## src/hdl/pwr_seq_pkg.sv

```systemverilog
// Rail sequencing definitions shared by the power controller modules.
// Covers the rail count and vector type, the CPU-B rail mask, the settle and
// timeout constants and the sequencer state encoding.
package pwr_seq_pkg;

	// Number of logical supply rails under sequencer control
	localparam int RAIL_COUNT = 15;

	// One bit per rail, used for enables, power goods, settle flags and fail detail
	typedef logic [RAIL_COUNT-1:0] rail_vec_t;

	// Rails owned by the second CPU: 3, 6, 8, 10, 12 and 14
	localparam rail_vec_t CPUB_RAIL_MASK = 15'h5548;

	// Shared settle/timeout counter, wide enough for the timeout
	typedef logic [7:0] seq_count_t;

	// Cycles a power good must hold before the next rail is enabled
	localparam seq_count_t SETTLE_CYCLES = 8'd16;

	// Cycles an enabled rail may lack power good before a wait fault
	localparam seq_count_t PG_TIMEOUT_CYCLES = 8'd64;

	// What the shared counter is doing
	typedef enum logic [1:0] {
		SEQ_IDLE,
		SEQ_SETTLE,
		SEQ_WAIT_PG,
		SEQ_HALT
	} seq_state_t;

endpackage

```

## src/hdl/pwr_regs_pkg.sv

```systemverilog
// Host register map of the power controller.
// Register byte and address types, register addresses and the ID constants
// returned by the version and vendor registers.
package pwr_regs_pkg;

	typedef logic [7:0] reg_data_t;
	typedef logic [7:0] reg_addr_t;

	localparam reg_addr_t REG_VERSION    = 8'h00;
	localparam reg_addr_t REG_CLR_ERR    = 8'h03;
	localparam reg_addr_t REG_STATUS     = 8'h07;
	localparam reg_addr_t REG_EN_LO      = 8'h08;
	localparam reg_addr_t REG_EN_HI      = 8'h09;
	localparam reg_addr_t REG_PG_LO      = 8'h0A;
	localparam reg_addr_t REG_PG_HI      = 8'h0B;
	localparam reg_addr_t REG_VENDOR_ID0 = 8'h0C;
	localparam reg_addr_t REG_VENDOR_ID1 = 8'h0D;
	localparam reg_addr_t REG_VENDOR_ID2 = 8'h0E;
	localparam reg_addr_t REG_VENDOR_ID3 = 8'h0F;
	localparam reg_addr_t REG_FAIL_LO    = 8'h18;
	localparam reg_addr_t REG_FAIL_HI    = 8'h19;

	localparam reg_data_t FPGA_VERSION = 8'h06;

	// Vendor ID bytes, index 0 is read at REG_VENDOR_ID0
	localparam reg_data_t [0:3] VENDOR_ID = {8'h52, 8'h43, 8'h53, 8'h20};

endpackage

```

## src/hdl/rail_io_map.sv

```systemverilog
// Pin-side conditioning for the rail sequencer.
// Synchronizes system enable and the rail power goods, applies the debug
// override, and gates the CPU-B rails when the second CPU is absent.
`timescale 1ns/1ps

module rail_io_map (
	input  logic                   clk_in,
	input  logic                   rst_n,
	input  logic                   sysen,
	input  logic                   debug_in,
	input  logic                   cpub_present_n,
	input  pwr_seq_pkg::rail_vec_t rail_pg,
	input  pwr_seq_pkg::rail_vec_t seq_en,
	output logic                   sys_enable,
	output pwr_seq_pkg::rail_vec_t pg_sync,
	output pwr_seq_pkg::rail_vec_t rail_en,
	output logic                   cpub_clk_oe
);
	import pwr_seq_pkg::*;

	rail_vec_t cpub_off;
	rail_vec_t pg_masked;
	rail_vec_t pg_meta;
	logic      sysen_req;
	logic      sysen_meta;

	// CPU-B rails that must stay dark when the second CPU is missing
	assign cpub_off = CPUB_RAIL_MASK & {RAIL_COUNT{cpub_present_n}};

	// Debug jumper pulled low forces the supplies on
	assign sysen_req = sysen | ~debug_in;

	// Absent CPU-B rails report good once the sequencer asks for them
	assign pg_masked = rail_pg | (cpub_off & seq_en);

	always_ff @(posedge clk_in or negedge rst_n) begin
		if (!rst_n) begin
			sysen_meta <= 1'b0;
			sys_enable <= 1'b0;
			pg_meta    <= '0;
			pg_sync    <= '0;
		end else begin
			sysen_meta <= sysen_req;
			sys_enable <= sysen_meta;
			pg_meta    <= pg_masked;
			pg_sync    <= pg_meta;
		end
	end

	always_ff @(posedge clk_in or negedge rst_n) begin
		if (!rst_n) begin
			rail_en     <= '0;
			cpub_clk_oe <= 1'b0;
		end else begin
			rail_en     <= seq_en & ~cpub_off;
			cpub_clk_oe <= ~cpub_present_n;
		end
	end

	// Nothing on the CPU-B side may be powered without the CPU fitted
	a_cpub_gated: assert property (
		@(posedge clk_in) disable iff (!rst_n)
		cpub_present_n |-> ((rail_en & CPUB_RAIL_MASK) == '0)
	) else $error("CPU-B rail enabled while CPU B is absent");

endmodule

```

## src/hdl/rail_sequencer.sv

```systemverilog
// Rail enable chain with one shared settle/timeout counter.
// Each rail is enabled after the previous one has held power good for the
// settle delay; shutdown runs top down, keeping a rail on while the one
// above still reports good. Also flags power-good timeouts and drives sysgood.
`timescale 1ns/1ps

module rail_sequencer (
	input  logic                   clk_in,
	input  logic                   rst_n,
	input  logic                   sys_enable,
	input  pwr_seq_pkg::rail_vec_t pg_sync,
	input  logic                   fault,
	output pwr_seq_pkg::rail_vec_t seq_en,
	output pwr_seq_pkg::rail_vec_t settled,
	output logic                   sysgood,
	output logic                   wait_expired
);
	import pwr_seq_pkg::*;

	seq_state_t state;
	seq_state_t mode;
	seq_count_t count;
	seq_count_t cnt_eff;
	rail_vec_t  en_next;
	rail_vec_t  settle_req;
	rail_vec_t  settle_pick;
	rail_vec_t  wait_req;
	logic       settle_done;

	// Rails up with power good but not yet settled, lowest one wins
	assign settle_req  = seq_en & pg_sync & ~settled;
	assign settle_pick = settle_req & (~settle_req + 1'b1);
	assign wait_req    = seq_en & ~pg_sync;

	always_comb begin
		mode = SEQ_IDLE;
		if (fault) begin
			mode = SEQ_HALT;
		end else if (sys_enable && (settle_req != '0)) begin
			mode = SEQ_SETTLE;
		end else if (sys_enable && (wait_req != '0)) begin
			mode = SEQ_WAIT_PG;
		end
	end

	// Count starts over whenever the counter switches job
	assign cnt_eff      = (state == mode) ? count : '0;
	assign settle_done  = (mode == SEQ_SETTLE) && (cnt_eff == SETTLE_CYCLES - 1'b1);
	assign wait_expired = (mode == SEQ_WAIT_PG) && (cnt_eff == PG_TIMEOUT_CYCLES);

	always_ff @(posedge clk_in or negedge rst_n) begin
		if (!rst_n) begin
			state <= SEQ_IDLE;
			count <= '0;
		end else begin
			case (mode)
				SEQ_SETTLE: begin
					if (settle_done) begin
						state <= SEQ_IDLE;
						count <= '0;
					end else begin
						state <= SEQ_SETTLE;
						count <= cnt_eff + 1'b1;
					end
				end
				SEQ_WAIT_PG: begin
					state <= SEQ_WAIT_PG;
					count <= wait_expired ? '0 : cnt_eff + 1'b1;
				end
				default: begin
					state <= mode;
					count <= '0;
				end
			endcase
		end
	end

	// Up: previous rail settled. Down: hold while the rail above is still good
	always_comb begin
		en_next[0] = sys_enable | pg_sync[1];
		for (int i = 1; i < RAIL_COUNT - 1; i++) begin
			en_next[i] = (sys_enable & settled[i-1]) | pg_sync[i+1];
		end
		en_next[RAIL_COUNT-1] = sys_enable & settled[RAIL_COUNT-2];
	end

	always_ff @(posedge clk_in or negedge rst_n) begin
		if (!rst_n) begin
			seq_en  <= '0;
			settled <= '0;
			sysgood <= 1'b0;
		end else begin
			seq_en  <= fault ? '0 : en_next;
			sysgood <= settled[RAIL_COUNT-1];
			if (fault || !sys_enable) begin
				settled <= '0;
			end else if (settle_done) begin
				settled <= settled | settle_pick;
			end
		end
	end

	// A latched fault must drop every enable on the next edge
	a_fault_off: assert property (
		@(posedge clk_in) disable iff (!rst_n)
		fault |=> (seq_en == '0)
	) else $error("Enables still on after fault");

endmodule

```

## src/hdl/fault_monitor.sv

```systemverilog
// Fault latch for the rail sequencer.
// Records power-good timeouts and drop-outs of settled rails until the host
// clears them, and keeps a snapshot of the rails that failed.
`timescale 1ns/1ps

module fault_monitor (
	input  logic                   clk_in,
	input  logic                   rst_n,
	input  pwr_seq_pkg::rail_vec_t seq_en,
	input  pwr_seq_pkg::rail_vec_t pg_sync,
	input  pwr_seq_pkg::rail_vec_t settled,
	input  logic                   wait_expired,
	input  logic                   clear_err,
	output logic                   fault,
	output logic                   wait_err,
	output logic                   op_err,
	output pwr_seq_pkg::rail_vec_t fail_detail
);
	import pwr_seq_pkg::*;

	rail_vec_t lost_pg;
	logic      fault_q;

	// Settled rails that have lost their power good
	assign lost_pg = settled & ~pg_sync;
	assign fault   = wait_err | op_err;

	always_ff @(posedge clk_in or negedge rst_n) begin
		if (!rst_n) begin
			wait_err <= 1'b0;
			op_err   <= 1'b0;
		end else if (clear_err) begin
			wait_err <= 1'b0;
			op_err   <= 1'b0;
		end else begin
			if (wait_expired) begin
				wait_err <= 1'b1;
			end
			if (lost_pg != '0) begin
				op_err <= 1'b1;
			end
		end
	end

	// Snapshot taken only on the first fault cycle, while rails are still up
	always_ff @(posedge clk_in or negedge rst_n) begin
		if (!rst_n) begin
			fault_q     <= 1'b0;
			fail_detail <= '0;
		end else begin
			fault_q <= fault;
			if (fault && !fault_q) begin
				fail_detail <= seq_en ^ pg_sync;
			end
		end
	end

	// Detail must not move once the fault is established
	a_detail_held: assert property (
		@(posedge clk_in) disable iff (!rst_n)
		(fault && fault_q) |=> $stable(fail_detail)
	) else $error("fail_detail changed during fault");

endmodule

```

## src/hdl/status_regs.sv

```systemverilog
// Host-visible register file of the power controller.
// Loading an address selects a register, each read strobe steps to the
// next one, and reg_rdata follows one cycle after the address moves.
// Selecting the clear-error address pulses clear_err.
`timescale 1ns/1ps

module status_regs (
	input  logic                    clk_in,
	input  logic                    rst_n,
	input  pwr_regs_pkg::reg_addr_t reg_addr,
	input  logic                    reg_addr_valid,
	input  logic                    reg_rd_next,
	input  logic                    cpub_present_n,
	input  logic                    sys_enable,
	input  logic                    sysgood,
	input  logic                    fault,
	input  logic                    wait_err,
	input  logic                    op_err,
	input  pwr_seq_pkg::rail_vec_t  seq_en,
	input  pwr_seq_pkg::rail_vec_t  pg_sync,
	input  pwr_seq_pkg::rail_vec_t  fail_detail,
	output logic                    clear_err,
	output pwr_regs_pkg::reg_data_t reg_rdata
);
	import pwr_seq_pkg::*;
	import pwr_regs_pkg::*;

	reg_addr_t cur_addr;
	reg_data_t status_byte;
	reg_data_t rd_mux;

	function automatic reg_data_t lo_byte(input rail_vec_t v);
		return v[7:0];
	endfunction

	// Upper rails, padded with zeros at the top
	function automatic reg_data_t hi_byte(input rail_vec_t v);
		return {{(16 - RAIL_COUNT){1'b0}}, v[RAIL_COUNT-1:8]};
	endfunction

	assign status_byte = {2'b00, ~cpub_present_n, wait_err, op_err, fault, sys_enable, sysgood};

	always_comb begin
		case (cur_addr)
			REG_VERSION:    rd_mux = FPGA_VERSION;
			REG_CLR_ERR:    rd_mux = 8'hFF;
			REG_STATUS:     rd_mux = status_byte;
			REG_EN_LO:      rd_mux = lo_byte(seq_en);
			REG_EN_HI:      rd_mux = hi_byte(seq_en);
			REG_PG_LO:      rd_mux = lo_byte(pg_sync);
			REG_PG_HI:      rd_mux = hi_byte(pg_sync);
			REG_VENDOR_ID0: rd_mux = VENDOR_ID[0];
			REG_VENDOR_ID1: rd_mux = VENDOR_ID[1];
			REG_VENDOR_ID2: rd_mux = VENDOR_ID[2];
			REG_VENDOR_ID3: rd_mux = VENDOR_ID[3];
			REG_FAIL_LO:    rd_mux = lo_byte(fail_detail);
			REG_FAIL_HI:    rd_mux = hi_byte(fail_detail);
			default:        rd_mux = '0;
		endcase
	end

	always_ff @(posedge clk_in or negedge rst_n) begin
		if (!rst_n) begin
			cur_addr  <= '0;
			clear_err <= 1'b0;
			reg_rdata <= '0;
		end else begin
			clear_err <= reg_addr_valid && (reg_addr == REG_CLR_ERR);
			if (reg_addr_valid) begin
				cur_addr <= reg_addr;
			end else if (reg_rd_next) begin
				cur_addr <= cur_addr + 1'b1;
			end
			reg_rdata <= rd_mux;
		end
	end

endmodule

```

## src/hdl/power_ctrl_top.sv

```systemverilog
// Top level of the rail power controller.
// Pin conditioning feeds the sequencer and fault latch; the register block
// reports their state to the host over the parallel register port.
`timescale 1ns/1ps

module power_ctrl_top (
	input  logic                    clk_in,
	input  logic                    rst_n,
	input  logic                    sysen,
	input  logic                    debug_in,
	input  logic                    cpub_present_n,
	input  pwr_seq_pkg::rail_vec_t  rail_pg,
	input  pwr_regs_pkg::reg_addr_t reg_addr,
	input  logic                    reg_addr_valid,
	input  logic                    reg_rd_next,
	output pwr_seq_pkg::rail_vec_t  rail_en,
	output logic                    sysgood,
	output logic                    cpub_clk_oe,
	output pwr_regs_pkg::reg_data_t reg_rdata
);
	import pwr_seq_pkg::*;

	rail_vec_t pg_sync;
	rail_vec_t seq_en;
	rail_vec_t settled;
	rail_vec_t fail_detail;
	logic      sys_enable;
	logic      wait_expired;
	logic      fault;
	logic      wait_err;
	logic      op_err;
	logic      clear_err;

	rail_io_map u_io (
		.clk_in         (clk_in),
		.rst_n          (rst_n),
		.sysen          (sysen),
		.debug_in       (debug_in),
		.cpub_present_n (cpub_present_n),
		.rail_pg        (rail_pg),
		.seq_en         (seq_en),
		.sys_enable     (sys_enable),
		.pg_sync        (pg_sync),
		.rail_en        (rail_en),
		.cpub_clk_oe    (cpub_clk_oe)
	);

	rail_sequencer u_seq (
		.clk_in       (clk_in),
		.rst_n        (rst_n),
		.sys_enable   (sys_enable),
		.pg_sync      (pg_sync),
		.fault        (fault),
		.seq_en       (seq_en),
		.settled      (settled),
		.sysgood      (sysgood),
		.wait_expired (wait_expired)
	);

	fault_monitor u_fault (
		.clk_in       (clk_in),
		.rst_n        (rst_n),
		.seq_en       (seq_en),
		.pg_sync      (pg_sync),
		.settled      (settled),
		.wait_expired (wait_expired),
		.clear_err    (clear_err),
		.fault        (fault),
		.wait_err     (wait_err),
		.op_err       (op_err),
		.fail_detail  (fail_detail)
	);

	status_regs u_regs (
		.clk_in         (clk_in),
		.rst_n          (rst_n),
		.reg_addr       (reg_addr),
		.reg_addr_valid (reg_addr_valid),
		.reg_rd_next    (reg_rd_next),
		.cpub_present_n (cpub_present_n),
		.sys_enable     (sys_enable),
		.sysgood        (sysgood),
		.fault          (fault),
		.wait_err       (wait_err),
		.op_err         (op_err),
		.seq_en         (seq_en),
		.pg_sync        (pg_sync),
		.fail_detail    (fail_detail),
		.clear_err      (clear_err),
		.reg_rdata      (reg_rdata)
	);

endmodule

```

## config.mk

```make
export PLATFORM = sky130hd
export DESIGN_NAME = power_ctrl_top
export DESIGN_NICKNAME = d
export VERILOG_FILES = /design/src/hdl/pwr_seq_pkg.sv /design/src/hdl/pwr_regs_pkg.sv /design/src/hdl/rail_io_map.sv /design/src/hdl/rail_sequencer.sv /design/src/hdl/fault_monitor.sv /design/src/hdl/status_regs.sv /design/src/hdl/power_ctrl_top.sv
export SDC_FILE = /design/constraint.sdc
export NUM_CORES = 1
export LEC_CHECK = 0
export BUFFER_PORTS_ARGS = -buffer_cell sky130_fd_sc_hd__buf_2
export CAP_MARGIN = 5
export CORE_MARGIN = 2
export CORE_UTILIZATION = 40
export CTS_BUF_LIST = sky130_fd_sc_hd__clkbuf_8 sky130_fd_sc_hd__clkbuf_16
export DETAILED_ROUTE_END_ITERATION = 16
export GPL_TIMING_DRIVEN = 0
export HOLD_SLACK_MARGIN = 0.15
export REMOVE_ABC_BUFFERS = 1
export SLEW_MARGIN = 15
export SYNTH_ARGS = -nofsm -noshare
export SYNTH_HDL_FRONTEND = slang
export SYNTH_SLANG_ARGS = --single-unit
```

## constraint.sdc

```tcl
create_clock -name clk_in -period 7.6 [get_ports clk_in]
set_input_delay 1.14 -clock clk_in [delete_from_list [all_inputs] [get_ports clk_in]]
set_output_delay 1.14 -clock clk_in [all_outputs]
set_load 0.03 [all_outputs]
```

==> results.md, run 1 <==
* Status: finished, final reports clean
* Most numerous cell in the Yosys netlist: dfrtp_1
* Highest net fanout along the worst path at 19
* Crit path buf inv count at 0
* DR vias/cell at 5.29
* Starting DRT DRC Count at 324
* DP Worst Slack at 3170 ps
* H-tree depth at 4
* GPL Wtd Cong at 0.856
* Post-synth top area share at 0.558
* Core Footprint at 0.0137 mm2
* Final setup TNS at 0 ps
* Ports at 55
* Root Buffer Master: clkbuf_16
* Core Rows at 43
* Number of synthesized flops with an enable pin at 0
* Crit-path cells: nor3b_4 > nand3b_1 > mux2_2 > nor3_4 > or3_1 > and2_1 > ha_1 > nand3_1 > nor2_1 > o311ai_2 > or3_1 > o31ai_1
* Kind of cell adding the most delay to the critical path: simple AND/OR/NAND/NOR gates
* # port buffers at 54
* Synth async-reset ratio at 1.00
* Post-cts resize count at 0
* # diodes at 0
* Vias in the first global route at 4,151
* Post-layout instance area at 0.00657 mm2
* Clock network fraction of design power at 0.471
* Final WL at 13.4 mm
* Pleak at 0.00319 uW
* Reg2reg path depth at 12
* Die ar. at 0.0149 mm2
* Worst skew pair latency at 420 ps
* Initial antenna violation count at 0
* F_max at 221 MHz
* Nets at 645
* Final Power at 1580 uW
* Sequential share of the synthesized area at 0.558
* Internal Power at 1200 uW
* Slowest stage delay, CP at 830 ps
* Switching share of total power at 0.238
* Mapped cell area at 0.00557 mm2
* Wire length per cell at 17.5 um
* Slew HR at 0.331
* CP Launch Type: flop
* Comb pwr share at 0.076
* P_sw at 376 uW
* Area leader, netlist: dfrtp_1
* Share of cells above drive strength 1 at 0.153
* Remaining DRCs at 0
* Fin. max-slew vios at 0
* Die Span X at 122 um
* Final hold violation count at 0
* Initial core utilization at 0.406
* Pwr dens at 241 mW/mm2
* CTS tree: done
* RSZ-0062 raised after global routing: no
* Hold-fix buffers, CTS at 0
* CTS clk-pin slew, worst paths at 50 ps
* Max-cap violation count at 0
* Area contributors post-synth: dfrtp_1 56%, ha_1 8.5%, nand2_1 4.2%, o21ai_0 3.0%, inv_1 2.8%
* CTS Buffer Depth at 2
* Detailed Routing Iterations Pass 1 at 5
* Most frequent CP cell: or3_1
* Area taken by multi-input logic gates at 0.00223 mm2
* Post-route clock skew at 9.38 ps
* Post-synth top cells: 124 x dfrtp_1, 63 x nand2_1, 41 x inv_1
* Seq pwr share at 0.454
* Crit path max-delay cell type: dfrtp_1
* Hold_ws at 343 ps
* Tcrit/Tclk final at 0.595
* Post-route ant nets at 0
* Post-CTS setup buffers at 0
* Tmin final at 4520 ps
* Worst vdd ir at 137 uV
* Synthesized instance count at 523
* R2R Setup Slk at 3080 ps
* Critical setup path kind: flop to flop
* Grt ovf at 0
* Top_reg_cell synth: dfrtp_1
* Crit path arrival time at 4840 ps
* Gr usage total at 0.199
* FF/Latch Area at 0.00310 mm2
* CTS Sinks at 124
* Fillers at 1,264
* Worst slew pin tran at 994 ps
* Synth unique cells at 50
* Avg Cell Area, Syn at 10.6 um2
* CP endpoint kind: flop
* Total CTS buffers at 17
* First-pass GRT wire length at 22.0 mm
* Endpoints failing setup at 0
* Crit path depth at 12
* Worst Setup Slack, final at 3080 ps
* Die height at 122 um
* Synth-to-Final Area Change at 18.1%
* Synth warn at 0
* Placed Area at 0.00602 mm2
* Hold/Removal Path Class: flop to flop
* Vias at 4,060
* CP required at 7920 ps
* Largest net degree at the start of global routing at 70
* DP HPWL at 9.77 mm
* Hold Path Stages at 0
* Seq cells post-synth at 124
-- metal layers --
metal  vias to the layer above  wire (um)  GRT usage
met1                      1974       6170      0.275
met5                         -          0          0
met3                        28        738     0.0515
met4                         0        342     0.0826
met2                       140       6180      0.300
li1                       1918          -          -
-- cell families (layout without fill, tap and decap cells) --
family,Yosys count,in the layout,synth area share
AND/OR/NAND/NOR,175,175,0.158
multiplexers,2,2,0.00382
adder cells (fa/ha/maj),38,38,0.0854
XOR/XNOR,13,13,0.0205
flip-flops,124,124,0.558
AO/OA/AOI/OAI,110,110,0.134
buffers and inverters,61,126,0.0416
-- registers in the layout, summed over array words and instances, names as in the netlist --
register and flops:
u_io.pg_sync 15, u_seq.count 8, u_regs.clear_err 1, u_seq.settled 15
u_io.sys_enable 1, u_seq.seq_en 15, u_io.cpub_clk_oe 1, u_io.sysen_meta 1
u_fault.fault_q 1, u_seq.sysgood 1, u_fault.wait_err 1, u_io.pg_meta 15
u_fault.op_err 1, u_fault.fail_detail 15, u_seq.state 2, u_regs.reg_rdata 8
u_io.rail_en 15, u_regs.cur_addr 8
-- path summary, 6_finish.rpt --
path	startpoint	end
max in group asynchronous	rst_n	u_seq.settled[3]
worst max register to register	u_io.sys_enable	u_seq.settled[13]
min in group asynchronous	rst_n	u_io.pg_meta[8]
worst min register to register	u_io.sysen_meta	u_io.sys_enable
worst max-delay path	u_io.sys_enable	u_seq.settled[13]
worst min-delay path	u_io.sysen_meta	u_io.sys_enable
-- cell type report --
type / count / area share
inverters: 41 / 0.0234
clock inverters: 9 / 0.0110
multi-input cells: 338 / 0.340
clock buffers: 21 / 0.0731
repair buffers: 55 / 0.0463
well taps: 180 / 0.0343
flip-flops and latches: 124 / 0.472
-- worst reg2reg max path, stage by stage (launching register included) --
cell      delay, ps
dfrtp_1         830
nor3b_4         800
nand3b_1        150
mux2_2          320
nor3_4          200
or3_1           330
and2_1          210
ha_1            200
nand3_1         160
nor2_1          170
o311ai_2        170
or3_1           580
o31ai_1         300
-- power by group through the flow --
| stage | logic [uW] | registers, uW | clock network (uW) |
|---|---|---|---|
| after floorplan | 57.7 | 729 | 0 |
| after detailed placement | 121 | 727 | 0 |
| after global routing | 136 | 719 | 795 |
| after CTS | 121 | 716 | 764 |
| after global placement | 116 | 726 | 0 |
| final | 120 | 717 | 744 |
-- layout by cell type (no fill, tap or decap), drive strengths merged, types with 11 or more instances in the layout --
cell type | netlist | routed
dfrtp | 124 | 124
inv | 41 | 43
clkbuf | 18 | 21
nand2 | 63 | 63
ha | 38 | 38
a22oi | 11 | 11
nor2b | 12 | 12
nor2 | 31 | 31
o21ai | 33 | 33
o31ai | 11 | 11
a21oi | 18 | 18
buf | 2 | 55
-- stage by stage --
stage               std cells   util
global route              768  0.479
detailed placement        738  0.439
CTS                       768  0.479
global placement          737  0.436
finish                    768  0.479
floorplan                 503      -
Note: power is estimated with default switching activity, not from simulation.
==> run 2: changes to the inputs <==
--- a/config.mk
+++ b/config.mk
@@ -5,6 +5,7 @@
 export SDC_FILE = /design/constraint.sdc
 export NUM_CORES = 1
 export LEC_CHECK = 0
+export ABC_AREA = 1
 export BUFFER_PORTS_ARGS = -buffer_cell sky130_fd_sc_hd__buf_2
 export CAP_MARGIN = 5
 export CORE_MARGIN = 2
==> constraint.sdc (replaced) <==
create_clock -name clk_in -period 4.3 [get_ports clk_in]
set_input_delay 0.645 -clock clk_in [delete_from_list [all_inputs] [get_ports clk_in]]
set_output_delay 0.645 -clock clk_in [all_outputs]
set_load 0.03 [all_outputs]
==> run 2 against run 1 <==
Die area is 6.8% higher. Fmax is 35% higher. Non-clock buffer count is 2 higher. Sequential share of layout area is 3.1 points lower. Design area is 7.0% higher. Via count is 12% higher. Flip-flop and latch count stayed put. Sequential power is 76% higher. Critical endpoint is now u_seq.settled[0]. Highest routed layer unchanged.
==> results.md, run 2 <==
* Status: finished, final reports clean
* Tcrit/Tclk final at 0.777
* Post-route clock skew at 5.47 ps
* Most frequent cells in the layout: 124 x dfrtp_1, 99 x inv_1, 81 x nand2_1, 59 x nor2_1, 53 x buf_2
* Top_reg_cell synth: dfrtp_1
* Largest net degree at the start of global routing at 83
* Worst slew pin tran at 795 ps
* Synth-to-Final Area Change at 18.0%
* Synth unique cells at 43
* Hold/Removal Path Class: primary input to flop
* Tmin final at 3340 ps
* Share of cells above drive strength 1 at 0.202
* # port buffers at 54
* DP Worst Slack at 1010 ps
* Initial antenna violation count at 0
* Grt ovf at 0
* GPL Wtd Cong at 0.894
* Final core utilization at 0.484
* Core Rows at 44
* Post-synth top area share at 0.521
* H-tree depth at 4
* Final hold violation count at 0
* Synth async-reset ratio at 1.00
* Hold_ws at 327 ps
* Initial core utilization at 0.410
* Synth warn at 0
* Avg Cell Area, Syn at 9.52 um2
* Starting DRT DRC Count at 373
* Hold Path Stages at 1
* Critical setup path kind: flop to flop
* Post-route ant nets at 0
* DR vias/cell at 5.10
* Slew HR at 0.467
* CTS Buffer Depth at 2
* Final Power at 2880 uW
* Pwr dens at 409 mW/mm2
* CP required at 4620 ps
* Wire length per cell at 16.3 um
* Core Footprint at 0.0145 mm2
* Total CTS buffers at 17
* Root Buffer Master: clkbuf_16
* CTS clk-pin slew, worst paths at 50 ps
* Number of synthesized flops with an enable pin at 0
* Vias at 4,527
* Die ar. at 0.0159 mm2
* Most numerous cell in the Yosys netlist: dfrtp_1
* Hold path startpoint: rail_pg[13]
* RSZ-0062 raised after global routing: no
* Area leader, netlist: dfrtp_1
* Pleak at 0.00346 uW
* Die Span X at 126 um
* Worst skew pair latency at 420 ps
* Most frequent standard cell in the layout excluding fill and tap cells: dfrtp_1
* Remaining DRCs at 0
* Area contributors post-synth: dfrtp_1 52%, ha_1 8.0%, inv_1 6.0%, nand2_1 5.1%, nor2_1 3.8%
* CP endpoint kind: flop
* Vias in the first global route at 4,531
* Reg-to-Reg Start: u_io.pg_sync[3]
* CTS tree: done
* Worst Setup Slack, final at 960 ps
* Fillers at 1,364
* Fin. max-slew vios at 0
* Mapped cell area at 0.00596 mm2
* Endpoints failing setup at 0
* Worst vdd ir at 282 uV
* Gr usage total at 0.193
* CTS Sinks at 124
* Reg2reg path depth at 18
* Synthesized instance count at 626
* Seq cells post-synth at 124
* CP Launch Type: flop
* Nets at 760
* Crit path arrival time at 3660 ps
* Sequential share of the synthesized area at 0.521
* Final WL at 14.5 mm
* Worst Setup SP: u_io.pg_sync[3]
* Die height at 126 um
* Max-cap violation count at 0
* Highest net fanout along the worst path at 16
* Post-synth top cells: 124 x dfrtp_1, 95 x inv_1, 81 x nand2_1
* F_max at 299 MHz
* DP HPWL at 10.5 mm
* Ports at 55
* First-pass GRT wire length at 23.6 mm
* Final setup TNS at 0 ps
* Detailed Routing Iterations Pass 1 at 6
* # diodes at 0
run 2: cell count changes after synthesis, moves of 15 or more:
cell     before  now
inv_1        41   95
inv_2         0   16
nand2_1      63   81
nand2_2       0   15
nand3_1      10   26
nor2_1       31   60
o22ai_1       0   16
run 2: through the flow:
stage                     cells  cell area, um2
final                       888            7030
after floorplan             616            5910
after CTS                   888            7030
after global routing        888            7030
after global placement      854            6410
after detailed placement    856            6460
run 2: worst max-delay path, cell delays in order (launching register included):
cell and delay, ps:
dfrtp_1 500, inv_1 80, ha_1 200, nor2_1 100, nand2_1 60, nor2_1 140, a21oi_1 120, nand2_1 120
nand2_2 80, nand2_2 110, nand2_4 60, nor2_8 230, nand2_2 130, inv_1 90, ha_1 270, inv_1 60
nor2_1 150, nand3_2 400, o22ai_1 310
run 2: final cells by class:
| class | count | area (um2) | share of cell area |
|---|---|---|---|
| sequential | 124 | 3100 | 0.441 |
| multi-input combinational | 379 | 2390 | 0.339 |
| clock buffer | 19 | 453 | 0.0644 |
| tap | 184 | 230 | 0.0328 |
| inverter | 113 | 424 | 0.0603 |
| clock inverter | 12 | 108 | 0.0153 |
| timing repair buffer | 57 | 325 | 0.0463 |
run 2: metal layers:
metal,track usage,vias up,share of wire
met3,0.0493,24,0.042
met4,0.0776,0,0.023
met2,0.304,127,0.48
li1,-,2199,-
met1,0.255,2177,0.46
met5,0,-,0
run 2: cells by family after synthesis:
kind of cell	synth area share
AOI/OAI and AO/OA	0.120
xor gates and xnor gates	0.0118
adders and majority gates	0.0798
buffers and inverters	0.0800
DFF	0.521
and+or+nand+nor	0.188
run 2: final timing paths:
| path | to | slack, ps |
|---|---|---|
| max in group asynchronous | u_io.rail_en[12] | 2850 |
| worst min-delay path | u_io.pg_meta[13] | 330 |
| min in group asynchronous | u_io.rail_en[4] | 710 |
| worst max-delay path | u_seq.settled[0] | 960 |
| worst max register to register | u_seq.settled[0] | 960 |
| worst min register to register | u_io.pg_sync[11] | 350 |
run 2: timing repair:
action | 4_1_cts | 5_1_grt
hold buffers | 1 | 0
buffers inserted | 0 | 0
endpoints found under the hold margin | 8 | 0
gates resized for setup | 0 | 0
run 2: power by group:
group	total, uW	switching (uW)	internal (uW)
Sequential	1260	42.0	1210
Clock	1370	503	864
Combinational	253	172	80.8
Total	2880	717	2160
